[config.mk]
export PLATFORM = sky130hd
export DESIGN_NAME = uart_top
export DESIGN_NICKNAME = d
export VERILOG_FILES = /design/src/hw/uart_pkg.sv /design/src/hw/fifo_if.sv /design/src/hw/baud_gen.sv /design/src/hw/fifo.sv /design/src/hw/uart_rx.sv /design/src/hw/uart_top.sv /design/src/hw/uart_tx.sv
export VERILOG_INCLUDE_DIRS = /design/src /design/src/hw
export SDC_FILE = /design/constraint.sdc
export NUM_CORES = 1
export LEC_CHECK = 0
export BUFFER_PORTS_ARGS = -buffer_cell sky130_fd_sc_hd__clkbuf_2
export CAP_MARGIN = 0
export CORE_MARGIN = 2
export CORE_UTILIZATION = 50
export DETAILED_ROUTE_END_ITERATION = 10
export HOLD_SLACK_MARGIN = 0.1
export PLACE_DENSITY = 0.66
export SLEW_MARGIN = 15
export SYNTH_ARGS = -nofsm -noshare
export SYNTH_HDL_FRONTEND = slang
export SYNTH_HIERARCHICAL = 1
export SYNTH_SLANG_ARGS = --single-unit
export TNS_END_PERCENT = 5
[constraint.sdc]
create_clock -name clk -period 5.4 [get_ports clk]
set_clock_uncertainty 0.2 [all_clocks]
set_input_delay 0.54 -clock clk [delete_from_list [all_inputs] [get_ports clk]]
set_output_delay 0.54 -clock clk [all_outputs]
set_load 0.03 [all_outputs]
[src/hw/uart_macros.svh]
`ifndef UART_MACROS_SVH
`define UART_MACROS_SVH

//////////////////////////////////////////////////
// Baud timing
//////////////////////////////////////////////////

// Clock cycles per oversampling tick
// Kept small so a frame is 320 clocks in simulation
`define UART_DVSR 2

// Oversampling ticks per serial bit
`define UART_OVS 16

//////////////////////////////////////////////////
// Buffering
//////////////////////////////////////////////////

`define FIFO_ADDR_BITS 4    // 16 entries per direction

`endif

[src/hw/uart_pkg.sv]
package uart_pkg;

    //////////////////////////////////////////////////
    // Data and counter widths
    //////////////////////////////////////////////////

    typedef logic [7:0] uart_byte_t;    // One frame payload, 8N1
    typedef logic [3:0] tick_cnt_t;     // Counts oversampling ticks within a bit

    //////////////////////////////////////////////////
    // FSM encodings
    //////////////////////////////////////////////////

    typedef enum logic [1:0] {
        RX_IDLE,    // Line high, waiting for falling edge
        RX_START,   // Heading to middle of start bit
        RX_DATA,    // Sampling 8 data bits
        RX_STOP     // Checking stop bit
    } rx_state_t;

    typedef enum logic [1:0] {
        TX_IDLE,
        TX_START,
        TX_DATA,
        TX_STOP
    } tx_state_t;

endpackage

[src/hw/fifo_if.sv]
`timescale 1ns/1ns

// One direction of byte buffering
interface fifo_if import uart_pkg::*; ();

    logic       wr;         // Write strobe
    uart_byte_t wr_data;
    logic       rd;         // Read strobe, pops oldest entry
    uart_byte_t rd_data;    // Oldest entry, combinational
    logic       empty;
    logic       full;

    // Writing side
    modport producer (
        output wr,
        output wr_data,
        input  full
    );

    // Reading side
    modport consumer (
        output rd,
        input  rd_data,
        input  empty
    );

    // Storage itself
    modport fifo (
        input  wr,
        input  wr_data,
        input  rd,
        output rd_data,
        output empty,
        output full
    );

endinterface

[src/hw/baud_gen.sv]
`timescale 1ns/1ns
`include "uart_macros.svh"

// Oversampling strobe, one clock wide, every UART_DVSR clocks
module baud_gen (
    input  logic clk,
    input  logic rst,
    output logic tick
);

    // At least one bit even for a divisor of 1
    localparam int CNT_BITS = (`UART_DVSR > 1) ? $clog2(`UART_DVSR) : 1;

    localparam logic [CNT_BITS-1:0] LAST_CNT = CNT_BITS'(`UART_DVSR - 1);

    logic [CNT_BITS-1:0] cnt;

    always_ff @(posedge clk or posedge rst) begin
        if (rst) begin
            cnt <= '0;
        end else if (cnt == LAST_CNT) begin
            cnt <= '0;  // Wrap on terminal count
        end else begin
            cnt <= cnt + 1'b1;
        end
    end

    // Terminal count doubles as the tick
    assign tick = (cnt == LAST_CNT);

endmodule

[src/hw/fifo.sv]
`timescale 1ns/1ns
`include "uart_macros.svh"

module fifo import uart_pkg::*; #(
    parameter int ADDR_BITS = `FIFO_ADDR_BITS
) (
    input  logic clk,
    input  logic rst,
    fifo_if.fifo bus
);

    localparam int DEPTH = 2 ** ADDR_BITS;

    typedef logic [ADDR_BITS-1:0] addr_t;

    uart_byte_t mem [DEPTH];    // Register array storage

    addr_t wr_ptr, wr_ptr_next;
    addr_t rd_ptr, rd_ptr_next;
    addr_t wr_ptr_inc, rd_ptr_inc;
    logic  empty_q, empty_next;
    logic  full_q, full_next;
    logic  wr_ok;   // Write accepted this cycle
    logic  rd_ok;   // Read accepted this cycle

    // Each strobe checked against its own flag only
    assign wr_ok = bus.wr & ~full_q;
    assign rd_ok = bus.rd & ~empty_q;

    assign wr_ptr_inc = wr_ptr + 1'b1;
    assign rd_ptr_inc = rd_ptr + 1'b1;

    //////////////////////////////////////////////////
    // Storage
    //////////////////////////////////////////////////

    always_ff @(posedge clk) begin
        if (wr_ok) begin
            mem[wr_ptr] <= bus.wr_data;
        end
    end

    assign bus.rd_data = mem[rd_ptr];   // Valid while not empty

    //////////////////////////////////////////////////
    // Pointers and levels
    //////////////////////////////////////////////////

    always_comb begin
        wr_ptr_next = wr_ptr;   // Hold by default
        rd_ptr_next = rd_ptr;
        empty_next  = empty_q;
        full_next   = full_q;
        case ({wr_ok, rd_ok})
            2'b01: begin    // Pop only
                rd_ptr_next = rd_ptr_inc;
                full_next   = 1'b0;
                if (rd_ptr_inc == wr_ptr) begin
                    empty_next = 1'b1;  // Caught up with writer
                end
            end
            2'b10: begin    // Push only
                wr_ptr_next = wr_ptr_inc;
                empty_next  = 1'b0;
                if (wr_ptr_inc == rd_ptr) begin
                    full_next = 1'b1;   // Wrapped onto reader
                end
            end
            2'b11: begin
                // Count unchanged, both flags stay
                wr_ptr_next = wr_ptr_inc;
                rd_ptr_next = rd_ptr_inc;
            end
            default: ;
        endcase
    end

    always_ff @(posedge clk or posedge rst) begin
        if (rst) begin
            wr_ptr  <= '0;
            rd_ptr  <= '0;
            empty_q <= 1'b1;
            full_q  <= 1'b0;
        end else begin
            wr_ptr  <= wr_ptr_next;
            rd_ptr  <= rd_ptr_next;
            empty_q <= empty_next;
            full_q  <= full_next;
        end
    end

    assign bus.empty = empty_q;
    assign bus.full  = full_q;

endmodule

[src/hw/uart_rx.sv]
`timescale 1ns/1ns
`include "uart_macros.svh"

module uart_rx import uart_pkg::*; (
    input  logic     clk,
    input  logic     rst,
    input  logic     rx,
    input  logic     tick,
    fifo_if.producer rx_fifo
);

    localparam tick_cnt_t MID_TICK  = tick_cnt_t'(`UART_OVS / 2 - 1);
    localparam tick_cnt_t LAST_TICK = tick_cnt_t'(`UART_OVS - 1);

    logic [1:0] rx_sync;    // Metastability guard
    logic       rx_s;       // Synchronized line
    rx_state_t  state;
    tick_cnt_t  tick_cnt;
    logic [2:0] bit_cnt;
    uart_byte_t shift_reg;
    logic       wr_pulse;
    logic       bit_done;   // Full bit period elapsed on this tick

    assign rx_s     = rx_sync[1];
    assign bit_done = tick && (tick_cnt == LAST_TICK);

    //////////////////////////////////////////////////
    // Input synchronizer
    //////////////////////////////////////////////////

    always_ff @(posedge clk or posedge rst) begin
        if (rst) begin
            rx_sync <= 2'b11;   // Idle line is high
        end else begin
            rx_sync <= {rx_sync[0], rx};
        end
    end

    //////////////////////////////////////////////////
    // Frame FSM
    //////////////////////////////////////////////////

    always_ff @(posedge clk or posedge rst) begin
        if (rst) begin
            state    <= RX_IDLE;
            tick_cnt <= '0;
            bit_cnt  <= '0;
            wr_pulse <= 1'b0;
        end else begin
            wr_pulse <= 1'b0;   // Strobe lasts one clock
            case (state)
                RX_IDLE: begin
                    if (!rx_s) begin
                        state    <= RX_START;
                        tick_cnt <= '0;
                    end
                end
                RX_START: begin
                    if (tick) begin
                        if (tick_cnt == MID_TICK) begin
                            tick_cnt <= '0;
                            bit_cnt  <= '0;
                            // Line back high here means a glitch, not a start bit
                            state    <= rx_s ? RX_IDLE : RX_DATA;
                        end else begin
                            tick_cnt <= tick_cnt + 1'b1;
                        end
                    end
                end
                RX_DATA: begin
                    if (bit_done) begin
                        tick_cnt <= '0;
                        if (bit_cnt == 3'd7) begin
                            state <= RX_STOP;
                        end else begin
                            bit_cnt <= bit_cnt + 1'b1;
                        end
                    end else if (tick) begin
                        tick_cnt <= tick_cnt + 1'b1;
                    end
                end
                RX_STOP: begin
                    if (bit_done) begin
                        tick_cnt <= '0;
                        state    <= RX_IDLE;
                        wr_pulse <= rx_s;   // Bad stop bit drops the byte
                    end else if (tick) begin
                        tick_cnt <= tick_cnt + 1'b1;
                    end
                end
                default: state <= RX_IDLE;
            endcase
        end
    end

    // Mid-bit sample, LSB arrives first
    always_ff @(posedge clk) begin
        if (state == RX_DATA && bit_done) begin
            shift_reg <= {rx_s, shift_reg[7:1]};
        end
    end

    // FIFO drops the byte itself when full
    assign rx_fifo.wr      = wr_pulse;
    assign rx_fifo.wr_data = shift_reg;

endmodule

[src/hw/uart_top.sv]
`timescale 1ns/1ns

module uart_top import uart_pkg::*; (
    input  logic       clk,
    input  logic       rst,
    input  logic       rx,          // Serial in
    output logic       tx,          // Serial out
    input  logic       wr_uart,     // Host write into tx FIFO
    input  uart_byte_t w_data,
    input  logic       rd_uart,     // Host pop from rx FIFO
    output uart_byte_t r_data,
    output logic       rx_empty,
    output logic       tx_full
);

    logic tick;     // Shared oversampling strobe

    fifo_if tx_fifo_bus ();
    fifo_if rx_fifo_bus ();

    //////////////////////////////////////////////////
    // Host side of the two buffers
    //////////////////////////////////////////////////

    assign tx_fifo_bus.wr      = wr_uart;
    assign tx_fifo_bus.wr_data = w_data;
    assign tx_full             = tx_fifo_bus.full;

    assign rx_fifo_bus.rd = rd_uart;
    assign r_data         = rx_fifo_bus.rd_data;
    assign rx_empty       = rx_fifo_bus.empty;

    //////////////////////////////////////////////////
    // Blocks
    //////////////////////////////////////////////////

    baud_gen u_baud (
        .clk  (clk),
        .rst  (rst),
        .tick (tick)
    );

    // Host to line
    fifo u_tx_fifo (
        .clk (clk),
        .rst (rst),
        .bus (tx_fifo_bus.fifo)
    );

    // Line to host
    fifo u_rx_fifo (
        .clk (clk),
        .rst (rst),
        .bus (rx_fifo_bus.fifo)
    );

    uart_rx u_rx (
        .clk     (clk),
        .rst     (rst),
        .rx      (rx),
        .tick    (tick),
        .rx_fifo (rx_fifo_bus.producer)
    );

    uart_tx u_tx (
        .clk     (clk),
        .rst     (rst),
        .tick    (tick),
        .tx      (tx),
        .tx_fifo (tx_fifo_bus.consumer)
    );

endmodule

[src/hw/uart_tx.sv]
`timescale 1ns/1ns
`include "uart_macros.svh"

module uart_tx import uart_pkg::*; (
    input  logic     clk,
    input  logic     rst,
    input  logic     tick,
    output logic     tx,
    fifo_if.consumer tx_fifo
);

    localparam tick_cnt_t LAST_TICK = tick_cnt_t'(`UART_OVS - 1);

    tx_state_t  state;
    tick_cnt_t  tick_cnt;
    logic [2:0] bit_cnt;
    uart_byte_t shift_reg;
    logic       pop;        // Take next byte from FIFO
    logic       bit_done;
    logic       tx_next;    // Line level for current state

    assign pop      = (state == TX_IDLE) && !tx_fifo.empty;
    assign bit_done = tick && (tick_cnt == LAST_TICK);

    assign tx_fifo.rd = pop;    // Byte leaves FIFO as frame starts

    //////////////////////////////////////////////////
    // Frame FSM
    //////////////////////////////////////////////////

    always_ff @(posedge clk or posedge rst) begin
        if (rst) begin
            state    <= TX_IDLE;
            tick_cnt <= '0;
            bit_cnt  <= '0;
        end else begin
            case (state)
                TX_IDLE: begin
                    if (pop) begin
                        state    <= TX_START;
                        tick_cnt <= '0;
                        bit_cnt  <= '0;
                    end
                end
                TX_START: begin
                    if (bit_done) begin
                        tick_cnt <= '0;
                        state    <= TX_DATA;
                    end else if (tick) begin
                        tick_cnt <= tick_cnt + 1'b1;
                    end
                end
                TX_DATA: begin
                    if (bit_done) begin
                        tick_cnt <= '0;
                        if (bit_cnt == 3'd7) begin
                            state <= TX_STOP;
                        end else begin
                            bit_cnt <= bit_cnt + 1'b1;
                        end
                    end else if (tick) begin
                        tick_cnt <= tick_cnt + 1'b1;
                    end
                end
                TX_STOP: begin
                    if (bit_done) begin
                        tick_cnt <= '0;
                        state    <= TX_IDLE;    // Next byte may pop right away
                    end else if (tick) begin
                        tick_cnt <= tick_cnt + 1'b1;
                    end
                end
                default: state <= TX_IDLE;
            endcase
        end
    end

    // Payload, loaded on pop, shifted right per data bit
    always_ff @(posedge clk) begin
        if (pop) begin
            shift_reg <= tx_fifo.rd_data;
        end else if (state == TX_DATA && bit_done) begin
            shift_reg <= {1'b0, shift_reg[7:1]};
        end
    end

    always_comb begin
        case (state)
            TX_START: tx_next = 1'b0;
            TX_DATA:  tx_next = shift_reg[0];
            default:  tx_next = 1'b1;   // Idle and stop are high
        endcase
    end

    // Line changes on tick boundaries only, glitch free
    always_ff @(posedge clk or posedge rst) begin
        if (rst) begin
            tx <= 1'b1;
        end else if (tick) begin
            tx <= tx_next;
        end
    end

endmodule

# Word-level counts from Yosys, hierarchy flattened
# Memory sizes are Yosys's and may differ from the RTL's.
# Index checks and enable logic that the tools add are counted.
dict set report word_totals {
  ff_bits 59
  mem_bits_rw 256
  inputBits 13
  output_inout_bits 11
  word_cells 159
  mem_count 2
}
dict set report classes {
  addsub 9
  n_eq_ne 40
  muxes 51
  bitwise 8
  reduce_logical 29
}
# memory words width read_ports rd_ports_with_merged_regs wr line
set memory_table {}
lappend memory_table {u_rx_fifo.mem 16 8 1 0 1 fifo.sv:16} ;# uart_byte_t mem [DEPTH];
lappend memory_table {u_tx_fifo.mem 16 8 1 0 1 fifo.sv:16}
# operator count
set op_table {}
lappend op_table {{two-way mux 4 bit} 8}
lappend op_table {{adder 4 x 1 -> 4 bit, second input constant} 6}
lappend op_table {{two-way mux 2 bit} 12}
lappend op_table {{!= test 2 x 1 -> 1 bit, second input constant} 12}
lappend op_table {{two-way mux 3 bit} 7}
lappend op_table {{equality test 2 bit, second input constant} 8}
lappend op_table {{equality test 4 bit} 4}
lappend op_table {{two-way mux 8 bit} 2}
lappend op_table {{one-hot mux 2 bit (4 select lines)} 2}
lappend op_table {{one-hot mux 3 bit (2 select lines)} 2}
lappend op_table {{one-hot mux 4 bit (3 select lines)} 1}
lappend op_table {{two-way mux 1 bit} 11}
lappend op_table {{!= test 2 bit, second input constant} 5}
lappend op_table {{one-hot mux 1 bit (2 select lines)} 5}
lappend op_table {{AND reduction 2 bit} 5}
lappend op_table {{AND reduction 5 bit} 2}
lappend op_table {{nonzero test 2 bit} 5}
lappend op_table {{OR reduction 2 bit} 5}
lappend op_table {{equality test 2 x 1 -> 1 bit, second input constant} 4}
lappend op_table {{equality test 4 bit, second input constant} 2}
lappend op_table {{one-hot mux 4 bit (2 select lines)} 1}
lappend op_table {{adder 3 x 1 -> 3 bit, second input constant} 2}
lappend op_table {{equality test 3 bit, second input constant} 2}
lappend op_table {{!= test 3 x 1 -> 1 bit, second input constant} 2}
lappend op_table {{other kinds (11)} 22}

# Depth between registers and ports, before layout
# Gate-level depths: netlist of run 1.
dict set report depth {
  ltp_word 6
  depth_mapped 8
  depth_no_buf 6
}

# By module
# Netlist of run 1, hierarchy kept.
# module n_inst cells_per_inst area_each_um2
set by_module_without_submodules {}
lappend by_module_without_submodules {fifo 2 310 5641.7}
lappend by_module_without_submodules {uart_tx 1 84 1003.5}
lappend by_module_without_submodules {uart_rx 1 75 913.4}
lappend by_module_without_submodules {baud_gen 1 3 32.5}

# Worst setup path after synthesis of run 1
# OpenSTA, ideal clock, no wires.
dict set report synth_timing {
  kind {flip-flop to output port}
  start {reg u_rx_fifo.rd_ptr[1]}
  end {out r_data[6]}
  arrival_time_ns 1.563
  slack_ns 3.097
  path_stages_with_launch 8
  n_path_buf 3
  path_cell_list {dfrtp_1 -> buf_6 -> and2_4 -> buf_6 -> buf_8 -> a221oi_1 -> o21ai_0 -> nand2_1}
}
dict set report synth_between {
  elab_chain_cells 1
}
# element line
set synth_rtl {}
lappend synth_rtl {{from (decl)} fifo.sv:19} ;# addr_t rd_ptr, rd_ptr_next;
lappend synth_rtl {{from (signal assigned)} fifo.sv:86} ;# rd_ptr <= rd_ptr_next;
lappend synth_rtl {{memory read (16 x 8 bit)} --}
lappend synth_rtl {{to (decl)} uart_top.sv:11} ;# output uart_byte_t r_data,
# Every way passes these cells.

# Final worst setup path of run 1
dict set report layout_timing {
  start {reg u_rx_fifo.rd_ptr[0]}
  end {out r_data[2]}
}
# Same word-level chain as after synthesis.

==> flow_metrics.env, run 1 <==
export IMPL_grt_pass1_wl_mm=40.9
export IMPL_start_util_pct=50.8
export IMPL_slew_headroom_pct=27.0
export IMPL_cts_tree="done"
export IMPL_grt_antenna_before_repair=0
export IMPL_drt_first_pass_iters=5
export IMPL_grt_max_degree=39
export IMPL_ys_top_cells_by_count="edfxtp_1, mux2i_1, nand2_1"
export IMPL_die_height_um=167
export IMPL_max_vdd_ir_drop_mv=0.424
export IMPL_drc_errors=0
export IMPL_io_pins=24
export IMPL_postSynthNetCount=815
export IMPL_hold_viol=0
export IMPL_grt_pass1_vias=7233
export IMPL_worstRegToRegCells=6
export IMPL_reg2reg_setup_slack_ns=2.65
export IMPL_clockBufferDepth=3
export IMPL_cts_inserted_buffers=34
export IMPL_drive_gt1_share_pct=18.1
export IMPL_fmaxAchievable_ghz=0.266
export IMPL_grt_overflow_total=0
export IMPL_worst_setup_path_end_kind="output pin"
export IMPL_p_per_area_mw_per_mm2=431
export IMPL_fp_dieW_um=167
export IMPL_clock_latency_ns=0.51
export IMPL_clkTransAtPathRegs_ns=0.06
export IMPL_setup_viol=0
export IMPL_synth_warning_count=6
export IMPL_tightestPinTransition_ns=1.09
export IMPL_critPathLaunch="u_rx_fifo/rd_ptr[0]"
export IMPL_wl_per_cell_um=22.2
export IMPL_worst_slack_ns=1.64
export IMPL_mappedNetlistArea_sq_mm=0.0132
export IMPL_clock_tree_root_cell="clkbuf_16"
export IMPL_ys_flop_type="edfxtp_1"
export IMPL_avgSynthCellArea_sq_um=16.9
export IMPL_reg_top3="u_rx_fifo/mem (128), u_tx_fifo/mem (128)"
export IMPL_drt_total_wl_mm=25.9
export IMPL_fin_crit_ns=3.76
export IMPL_crit_end="r_data[2]"
export IMPL_yosysMostFrequentCell="edfxtp_1"
export IMPL_clock_sinks=315
export IMPL_worst_path_max_fanout=30
export IMPL_ant_nets=0
export IMPL_numPortBuffers=23
export IMPL_arrival_ns=3.02
export IMPL_initialDrtViolationCount=576
export IMPL_core_sq_mm=0.0261
export IMPL_viasPerCell=5.91
export IMPL_yosysUniqueCellTypes=56
export IMPL_hold_path_class="reg -> reg"
export IMPL_p_leak_nw=5.29
export IMPL_grt_use_total_pct=19.0
export IMPL_outcome="complete, no violations"
export IMPL_ys_top_cells_by_area="edfxtp_1, dfrtp_1, mux4_2"
export IMPL_worst_r2r_endpoint="u_tx/shift_reg[7]"
export IMPL_ys_seq_area_share_pct=69.9
export IMPL_die_area_sq_mm=0.0278
export IMPL_cts_resized=0
export IMPL_rsz0062_at_grt="false"
export IMPL_reg2reg_from="u_tx_fifo/rd_ptr[1]"
export IMPL_num_rows=59
export IMPL_critPathKind="reg -> out"
export IMPL_cp_required_ns=4.66
export IMPL_postSynth_asyncResetShare_pct=13.7
export IMPL_p_total_mw=6.30
export IMPL_place_ws_ns=2.16
export IMPL_htree_levels=2
export IMPL_dp_hpwl_mm=17.0
export IMPL_cp_start_kind="flop"
export IMPL_synth_top_cell_area_share_pct=61.7
export IMPL_fin_tns_setup_ns=0
export IMPL_antenna_cells=0
export IMPL_ys_ff_latch=315
export IMPL_synth_top_area_cell="edfxtp_1"
export IMPL_syn_inst=782
export IMPL_syn_to_final_growth_pct=10.5
export IMPL_gp_congestion=0.846
export IMPL_post_route_period_util_pct=69.7
export IMPL_maxCapViolCount=0
export IMPL_vias=6901
export IMPL_slew_viol_final=0
export IMPL_fin_nets=839
export IMPL_synth_edff_count=272
## worst max-delay path, stage by stage (launching register included)
cell,delay [ns]
dfrtp_2,0.97
buf_4,0.50
mux2i_1,0.14
a221oi_1,0.43
a22oi_1,0.17
nand2_1,0.09
clkbuf_2,0.20
## routing by layer
metal,share of wire (%),up-vias,global-route usage [%]
met3,4.6,47,3.02
met1,44,3548,25.9
met5,0,-,0
met2,49,192,31.7
met4,2.6,0,6.41
li1,-,3114,-
## metrics by stage
stage	cell area, sq um	hold slack (ns)	utilization [%]	std cells
detailed placement	13500	0.149	51.8	1103
floorplan	13200	0.0687	-	782
global placement	13500	0.146	51.8	1103
finish	14600	0.155	56.1	1167
CTS	14600	0.157	56.0	1167
global route	14600	0.162	56.1	1167
## cells in the final DEF, fill, tap and decap left out, types with 4 or more instances in the layout
cell type and count:
a32o_1 4, a22oi_1 16, mux2_2 8, mux2i_1 68, dfrtp_1 36, clkinv_1 9
clkbuf_2 23, nand2_1 44, dfstp_2 5, ha_1 20, o21ai_0 15, nand2b_1 10
nor3_2 8, buf_4 4, xnor2_1 22, xor2_1 9, a21oi_1 6, nor2b_1 7
a221oi_2 14, nor2_1 35, mux4_2 32, clkbuf_1 6, edfxtp_1 272, clkbuf_16 35
o21ai_1 9, inv_1 25, nor4_1 5, a221oi_1 18, clkinv_2 4, nand3_1 8
## how the worst min path moves through the flow
| stage | endpoint | cells past startpoint | from | slack (ns) |
|---|---|---|---|---|
| after CTS | u_rx/rx_sync[1] | 0 | u_rx/rx_sync[0] | 0.16 |
| after global placement | u_rx/rx_sync[1] | 0 | u_rx/rx_sync[0] | 0.15 |
| after floorplan | u_baud/tick | 1 | rst | 0.07 |
| after global routing | u_rx/rx_sync[1] | 0 | u_rx/rx_sync[0] | 0.16 |
| after detailed placement | u_rx/rx_sync[1] | 0 | u_rx/rx_sync[0] | 0.15 |
| final | u_rx/rx_sync[1] | 0 | u_rx/rx_sync[0] | 0.16 |
## power by group
| part | internal, mW | leakage (nW) | switching (mW) | total, mW |
|---|---|---|---|---|
| Combinational | 0.483 | 1.80 | 0.663 | 1.15 |
| Clock | 1.29 | 0.515 | 0.906 | 2.20 |
| Sequential | 2.73 | 2.97 | 0.227 | 2.96 |
| Total | 4.51 | 5.29 | 1.80 | 6.30 |
## area by class of cell
class | instances | area [sq um]
clock inverter | 21 | 178
clock buffer | 41 | 898
multi-input combinational | 401 | 3610
sequential | 315 | 9260
inverter | 25 | 93.8
tap | 335 | 419
fill | 1966 | 11400
timing repair buffer | 29 | 165
## what timing repair did
item                      in CTS  in global routing
setup buffers                  0                  0
hold buffers                   2                  0
hold endpoints to repair      39                  0
## cell families after synthesis
| logic type | after synthesis | share of synthesized area, % |
|---|---|---|
| buffers and inverters | 66 | 3.08 |
| AND/OR/NAND/NOR | 137 | 5.05 |
| AO/OA/AOI/OAI | 102 | 6.47 |
| flip-flops | 315 | 69.9 |
| XOR/XNOR | 31 | 2.05 |
| adder cells (fa/ha/maj) | 20 | 1.89 |
| multiplexers | 111 | 11.6 |
Note: power is estimated with default switching activity, not from simulation.
==> run 2: changes to the inputs <==
==> constraint.sdc (replaced) <==
create_clock -name clk -period 3.5 [get_ports clk]
set_clock_uncertainty 0.2 [all_clocks]
set_input_delay 0.35 -clock clk [delete_from_list [all_inputs] [get_ports clk]]
set_output_delay 0.35 -clock clk [all_outputs]
set_load 0.03 [all_outputs]
==> run 2 against run 1 <==
Non-clock buffer count grew 20. Design area increased by 1.6%. Wire length increased by 0.86%. Final cell count is 1.9% higher. Setup slack got worse by 1.2 ns. Critical path depth stayed put. Sequential cell count is the same. Clock power rose by 68%. Combinational power increased by 70%. Sequential share of layout area shrank 1.0 points. Clock-buffer cell count increased by 3. Hold slack worse by 0.030 ns.
==> flow_metrics.env, run 2 (synthesis results as in run 1) <==
export IMPL_outcome="complete, no violations"
export IMPL_fin_tns_setup_ns=0
export IMPL_dp_hpwl_mm=17.0
export IMPL_reg2reg_from="u_tx_fifo/bus.full"
export IMPL_final_common_cell="edfxtp_1"
export IMPL_reg2reg_setup_slack_ns=0.99
export IMPL_whs_ns=0.125
export IMPL_cp_slowest_cell="dfrtp_1"
export IMPL_die_area_sq_mm=0.0278
export IMPL_p_total_mw=10.0
export IMPL_post_route_period_util_pct=88.1
export IMPL_gp_congestion=0.788
export IMPL_dp_cells=1118
export IMPL_worst_path_max_fanout=16
export IMPL_cp_required_ns=2.95
export IMPL_setup_viol=0
export IMPL_p_per_area_mw_per_mm2=676
export IMPL_clockBufferDepth=3
export IMPL_path_depth=6
export IMPL_max_stage_delay_ns=0.58
export IMPL_fmaxAchievable_ghz=0.324
export IMPL_grt_antenna_before_repair=0
export IMPL_nFillCells=1949
export IMPL_clock_latency_ns=0.52
export IMPL_slew_headroom_pct=33.9
export IMPL_vias=6908
export IMPL_worstRegToRegCells=3
export IMPL_num_rows=59
export IMPL_multiInputGateArea_sq_mm=0.00357
export IMPL_postLayoutCellArea_sq_mm=0.0149
export IMPL_grt_use_total_pct=19.0
export IMPL_fin_crit_ns=3.09
export IMPL_syn_to_final_growth_pct=12.3
export IMPL_clock_sinks=315
export IMPL_grt_overflow_total=0
export IMPL_hold_viol=0
export IMPL_worst_r2r_endpoint="u_tx_fifo/mem[12][0]"
export IMPL_postCtsSetupBuffers=0
export IMPL_rsz0062_at_grt="false"
export IMPL_grt_pass1_vias=7011
export IMPL_crit_buf_inv=2
export IMPL_seq_area_sq_mm=0.00925
export IMPL_p_leak_nw=5.43
export IMPL_path_cells="nor2b_1 > buf_4 > a221oi_1 > a22oi_1 > nand2_1 > clkbuf_2"
export IMPL_max_vdd_ir_drop_mv=0.447
export IMPL_core_sq_mm=0.0261
export IMPL_htree_levels=2
export IMPL_drc_errors=0
export IMPL_fp_dieW_um=167
export IMPL_ant_nets=0
export IMPL_drt_total_wl_mm=26.1
export IMPL_grt_max_degree=54
export IMPL_reg_top3="u_rx_fifo/mem (128), u_tx_fifo/mem (128)"
export IMPL_clock_tree_root_cell="clkbuf_16"
export IMPL_initialDrtViolationCount=605
export IMPL_place_area_sq_mm=0.0136
export IMPL_mostFrequentLayoutCells="edfxtp_1, mux2i_1, nand2_1"
export IMPL_drive_gt1_share_pct=18.9
export IMPL_critPathLaunch="u_rx_fifo/rd_ptr[2]"
export IMPL_io_pins=24
export IMPL_arrival_ns=2.54
export IMPL_worst_setup_path_end_kind="output pin"
export IMPL_grt_pass1_wl_mm=40.9
export IMPL_cp_start_kind="flop"
export IMPL_cts_tree="done"
export IMPL_viasPerCell=5.81
export IMPL_maxCapViolCount=0
export IMPL_hold_path_class="in -> reg"
export IMPL_die_height_um=167
export IMPL_start_util_pct=50.8
export IMPL_cts_inserted_buffers=35
export IMPL_wl_per_cell_um=22.0
export IMPL_cp_top_family="compound AO/OA/AOI/OAI gates"
export IMPL_antenna_cells=0
export IMPL_tightestPinTransition_ns=0.988
export IMPL_finalNonFillerCells=1189
export IMPL_drt_first_pass_iters=7
export IMPL_crit_end="r_data[6]"
export IMPL_slew_viol_final=0
export IMPL_fin_nets=860
export IMPL_critPathKind="reg -> out"
export IMPL_clkTransAtPathRegs_ns=0.06
export IMPL_numPortBuffers=23
[run 2: cell count changes in the layout (fill, tap and decap cells not counted), moves of 2 or more]
cell,previous run,this run
buf_12,0,2
buf_4,4,17
bufinv_16,2,5
clkbuf_1,6,8
clkinv_1,9,6
clkinvlp_4,3,1
dlygate4sd3_1,2,7
inv_6,0,2
nor3_1,1,9
nor3_2,8,0
[run 2: per-layer routing]
metal | share of wire [%] | vias up | GRT usage, %
met5 | 0 | - | 0
met2 | 50 | 168 | 31.8
met1 | 44 | 3553 | 26.7
met3 | 4.8 | 36 | 2.95
li1 | - | 3151 | -
met4 | 1.5 | 0 | 4.24
[run 2: through the flow]
step | util (%) | setup slack, ns
detailed placement | 52.3 | 0.904
global placement | 52.3 | 0.960
global route | 57.0 | 0.306
finish | 57.0 | 0.415
CTS | 57.0 | 0.397
floorplan | - | 1.27
[run 2: final cells by class]
class / count / area share (%)
flip-flops and latches: 315 / 62.3
multi-input cells: 401 / 24.1
well taps: 335 / 2.82
clock buffers: 44 / 6.26
clock inverters: 20 / 1.61
repair buffers: 49 / 2.37
inverters: 25 / 0.631
[run 2: worst min path at each step]
stage | from | to | slack, ns | cells past startpoint
5_1_grt | w_data[3] | u_tx_fifo/mem[11][3] | 0.13 | 1
4_1_cts | w_data[3] | u_tx_fifo/mem[2][3] | 0.12 | 1
3_3_place_gp | rst | u_baud/tick | 0.07 | 2
6_report | w_data[7] | u_tx_fifo/mem[2][7] | 0.12 | 1
2_1_floorplan | rst | u_baud/tick | -0.12 | 1
3_5_place_dp | rst | u_baud/tick | 0.07 | 2
[run 2: timing repair]
item / 4_1_cts / 5_1_grt
hold endpoints to repair: 80 / 0
resized for setup: 0 / 0
hold buffers: 7 / 0
[run 2: power breakdown]
group | switching [mW] | internal, mW | leakage [nW]
registers | 0.189 | 4.22 | 2.97
clock network | 1.42 | 2.27 | 0.569
logic | 1.18 | 0.775 | 1.89
==> run 3: changes to the inputs <==
--- a/config.mk
+++ b/config.mk
@@ -8,11 +8,15 @@
 export LEC_CHECK = 0
 export BUFFER_PORTS_ARGS = -buffer_cell sky130_fd_sc_hd__clkbuf_2
 export CAP_MARGIN = 0
+export CELL_PAD_IN_SITES_DETAIL_PLACEMENT = 2
+export CELL_PAD_IN_SITES_GLOBAL_PLACEMENT = 2
 export CORE_MARGIN = 2
-export CORE_UTILIZATION = 50
+export CORE_UTILIZATION = 48
 export DETAILED_ROUTE_END_ITERATION = 10
+export GPL_ROUTABILITY_DRIVEN = 1
 export HOLD_SLACK_MARGIN = 0.1
-export PLACE_DENSITY = 0.66
+export PLACE_DENSITY_LB_ADDON = 0.1
+export REMOVE_ABC_BUFFERS = 1
 export SLEW_MARGIN = 15
 export SYNTH_ARGS = -nofsm -noshare
 export SYNTH_HDL_FRONTEND = slang
==> run 3 against run 2 <==
Critical endpoint is now r_data[0]. Fmax down 7.3%. Die area is 4.1% higher. Setup slack got worse by 0.24 ns. Hold slack got worse by 0.017 ns. Register-to-register slack worse by 0.12 ns. Clock-buffer cell count grew 7. Design area shrank 0.45%.
==> flow_metrics.env, run 3 (synthesis results as in run 1) <==
export IMPL_antenna_cells=0
export IMPL_htree_levels=2
export IMPL_worst_slack_ns=0.173
export IMPL_grt_pass1_vias=8139
export IMPL_clockBufferDepth=3
export IMPL_grt_overflow_total=0
export IMPL_cts_inserted_buffers=35
export IMPL_postCtsSetupBuffers=0
export IMPL_place_ws_ns=0.725
export IMPL_outcome="complete, no violations"
export IMPL_critPathKind="reg -> out"
export IMPL_maxCapViolCount=0
export IMPL_path_cells="buf_4 > mux4_2 > a22oi_1 > nand2_1 > clkbuf_2"
export IMPL_crit_buf_inv=2
export IMPL_drc_errors=0
export IMPL_max_vdd_ir_drop_mv=0.408
export IMPL_dp_hpwl_mm=23.5
export IMPL_setup_viol=0
export IMPL_grt_max_degree=38
export IMPL_slew_viol_final=0
export IMPL_num_rows=60
export IMPL_fin_nets=872
export IMPL_worst_path_max_fanout=23
export IMPL_dp_cells=1139
export IMPL_cp_start_kind="flop"
export IMPL_post_route_period_util_pct=95.0
export IMPL_postCtsHoldBufs=4
export IMPL_grt_use_total_pct=24.8
export IMPL_initialDrtViolationCount=502
export IMPL_arrival_ns=2.78
export IMPL_finalNonFillerCells=1203
export IMPL_start_util_pct=49.0
export IMPL_whs_ns=0.107
export IMPL_met2_length_mm=18.9
export IMPL_core_sq_mm=0.0270
export IMPL_drt_first_pass_iters=5
export IMPL_syn_to_final_growth_pct=11.8
export IMPL_vias=7180
export IMPL_routed_top_layer="met4"
export IMPL_grt_pass1_wl_mm=52.3
export IMPL_wl_per_cell_um=28.6
export IMPL_numPortBuffers=23
export IMPL_clock_sinks=315
export IMPL_fin_crit_ns=3.33
export IMPL_viasPerCell=5.97
export IMPL_clock_latency_ns=0.51
export IMPL_wl_met3_mm=1.18
export IMPL_grt_antenna_before_repair=0
export IMPL_final_common_cell="edfxtp_1"
export IMPL_io_pins=24
export IMPL_p_per_area_mw_per_mm2=663
export IMPL_hold_viol=0
export IMPL_clkTransAtPathRegs_ns=0.06
export IMPL_cp_required_ns=2.95
export IMPL_max_stage_delay_ns=0.78
export IMPL_ant_nets=0
export IMPL_worst_setup_path_end_kind="output pin"
export IMPL_gp_congestion=0.826
export IMPL_cp_slowest_cell="dfrtp_2"
export IMPL_reg_top3="u_rx_fifo/mem (128), u_tx_fifo/mem (128)"
export IMPL_nFillCells=2355
export IMPL_die_area_sq_mm=0.0289
export IMPL_fmaxAchievable_ghz=0.301
export IMPL_cts_tree="done"
export IMPL_fp_dieW_um=170
export IMPL_drive_gt1_share_pct=18.9
export IMPL_wl_met1_mm=13.1
export IMPL_p_leak_nw=5.42
export IMPL_hold_path_class="in -> reg"
export IMPL_rsz0062_at_grt="false"
export IMPL_die_height_um=170
export IMPL_clock_tree_root_cell="clkbuf_16"
export IMPL_slew_headroom_pct=25.2
export IMPL_fin_tns_setup_ns=0
export IMPL_drt_total_wl_mm=34.4
export IMPL_tightestPinTransition_ns=1.12
export IMPL_mostFrequentLayoutCells="edfxtp_1, mux2i_1, nand2_1"
export IMPL_cp_top_family="flip-flops"
export IMPL_cts_resized=0
-- run 3: metrics by stage --
step / power (mW) / cell area [sq um] / utilization [%]
global route: 10.2 / 14800 / 54.7
floorplan: 5.88 / 12900 / -
global placement: 6.44 / 13700 / 50.9
CTS: 9.90 / 14800 / 54.7
detailed placement: 6.56 / 13700 / 50.9
finish: 9.81 / 14800 / 54.7
-- run 3: power by group --
part / internal [mW] / switching (mW) / total (mW)
clock: 1.93 / 1.40 / 3.32
combinational: 0.802 / 1.20 / 2.00
sequential: 4.22 / 0.271 / 4.49
-- run 3: worst paths after layout --
check,start,endpoint,slack (ns),cells after the start
max in group asynchronous,rst,u_rx_fifo/rd_ptr[0],2.39,3
worst max-delay path,u_rx_fifo/rd_ptr[0],r_data[0],0.17,5
worst min-delay path,w_data[4],u_tx_fifo/mem[1][4],0.11,1
worst max register to register,u_tx_fifo/rd_ptr[0],u_tx/shift_reg[3],0.87,5
worst min register to register,u_rx/rx_sync[0],u_rx/rx_sync[1],0.16,0
min in group asynchronous,rst,u_baud/tick,0.15,3
-- run 3: per-layer routing --
| metal | track usage [%] | vias to the layer above |
|---|---|---|
| met3 | 3.33 | 73 |
| met4 | 9.14 | 0 |
| met1 | 28.8 | 3763 |
| met5 | 0 | - |
| met2 | 46.9 | 172 |
| li1 | - | 3172 |
-- run 3: final cells by class --
cell class                      count  area, sq um  area share (%)
Sequential cell                   315         9250            62.5
Multi-Input combinational cell    401         3570            24.2
Inverter                           25         93.8           0.634
Clock buffer                       51          978            6.61
Timing Repair Buffer               61          435            2.94
Tap cell                          341          427            2.88
Clock inverter                      9         33.8           0.228
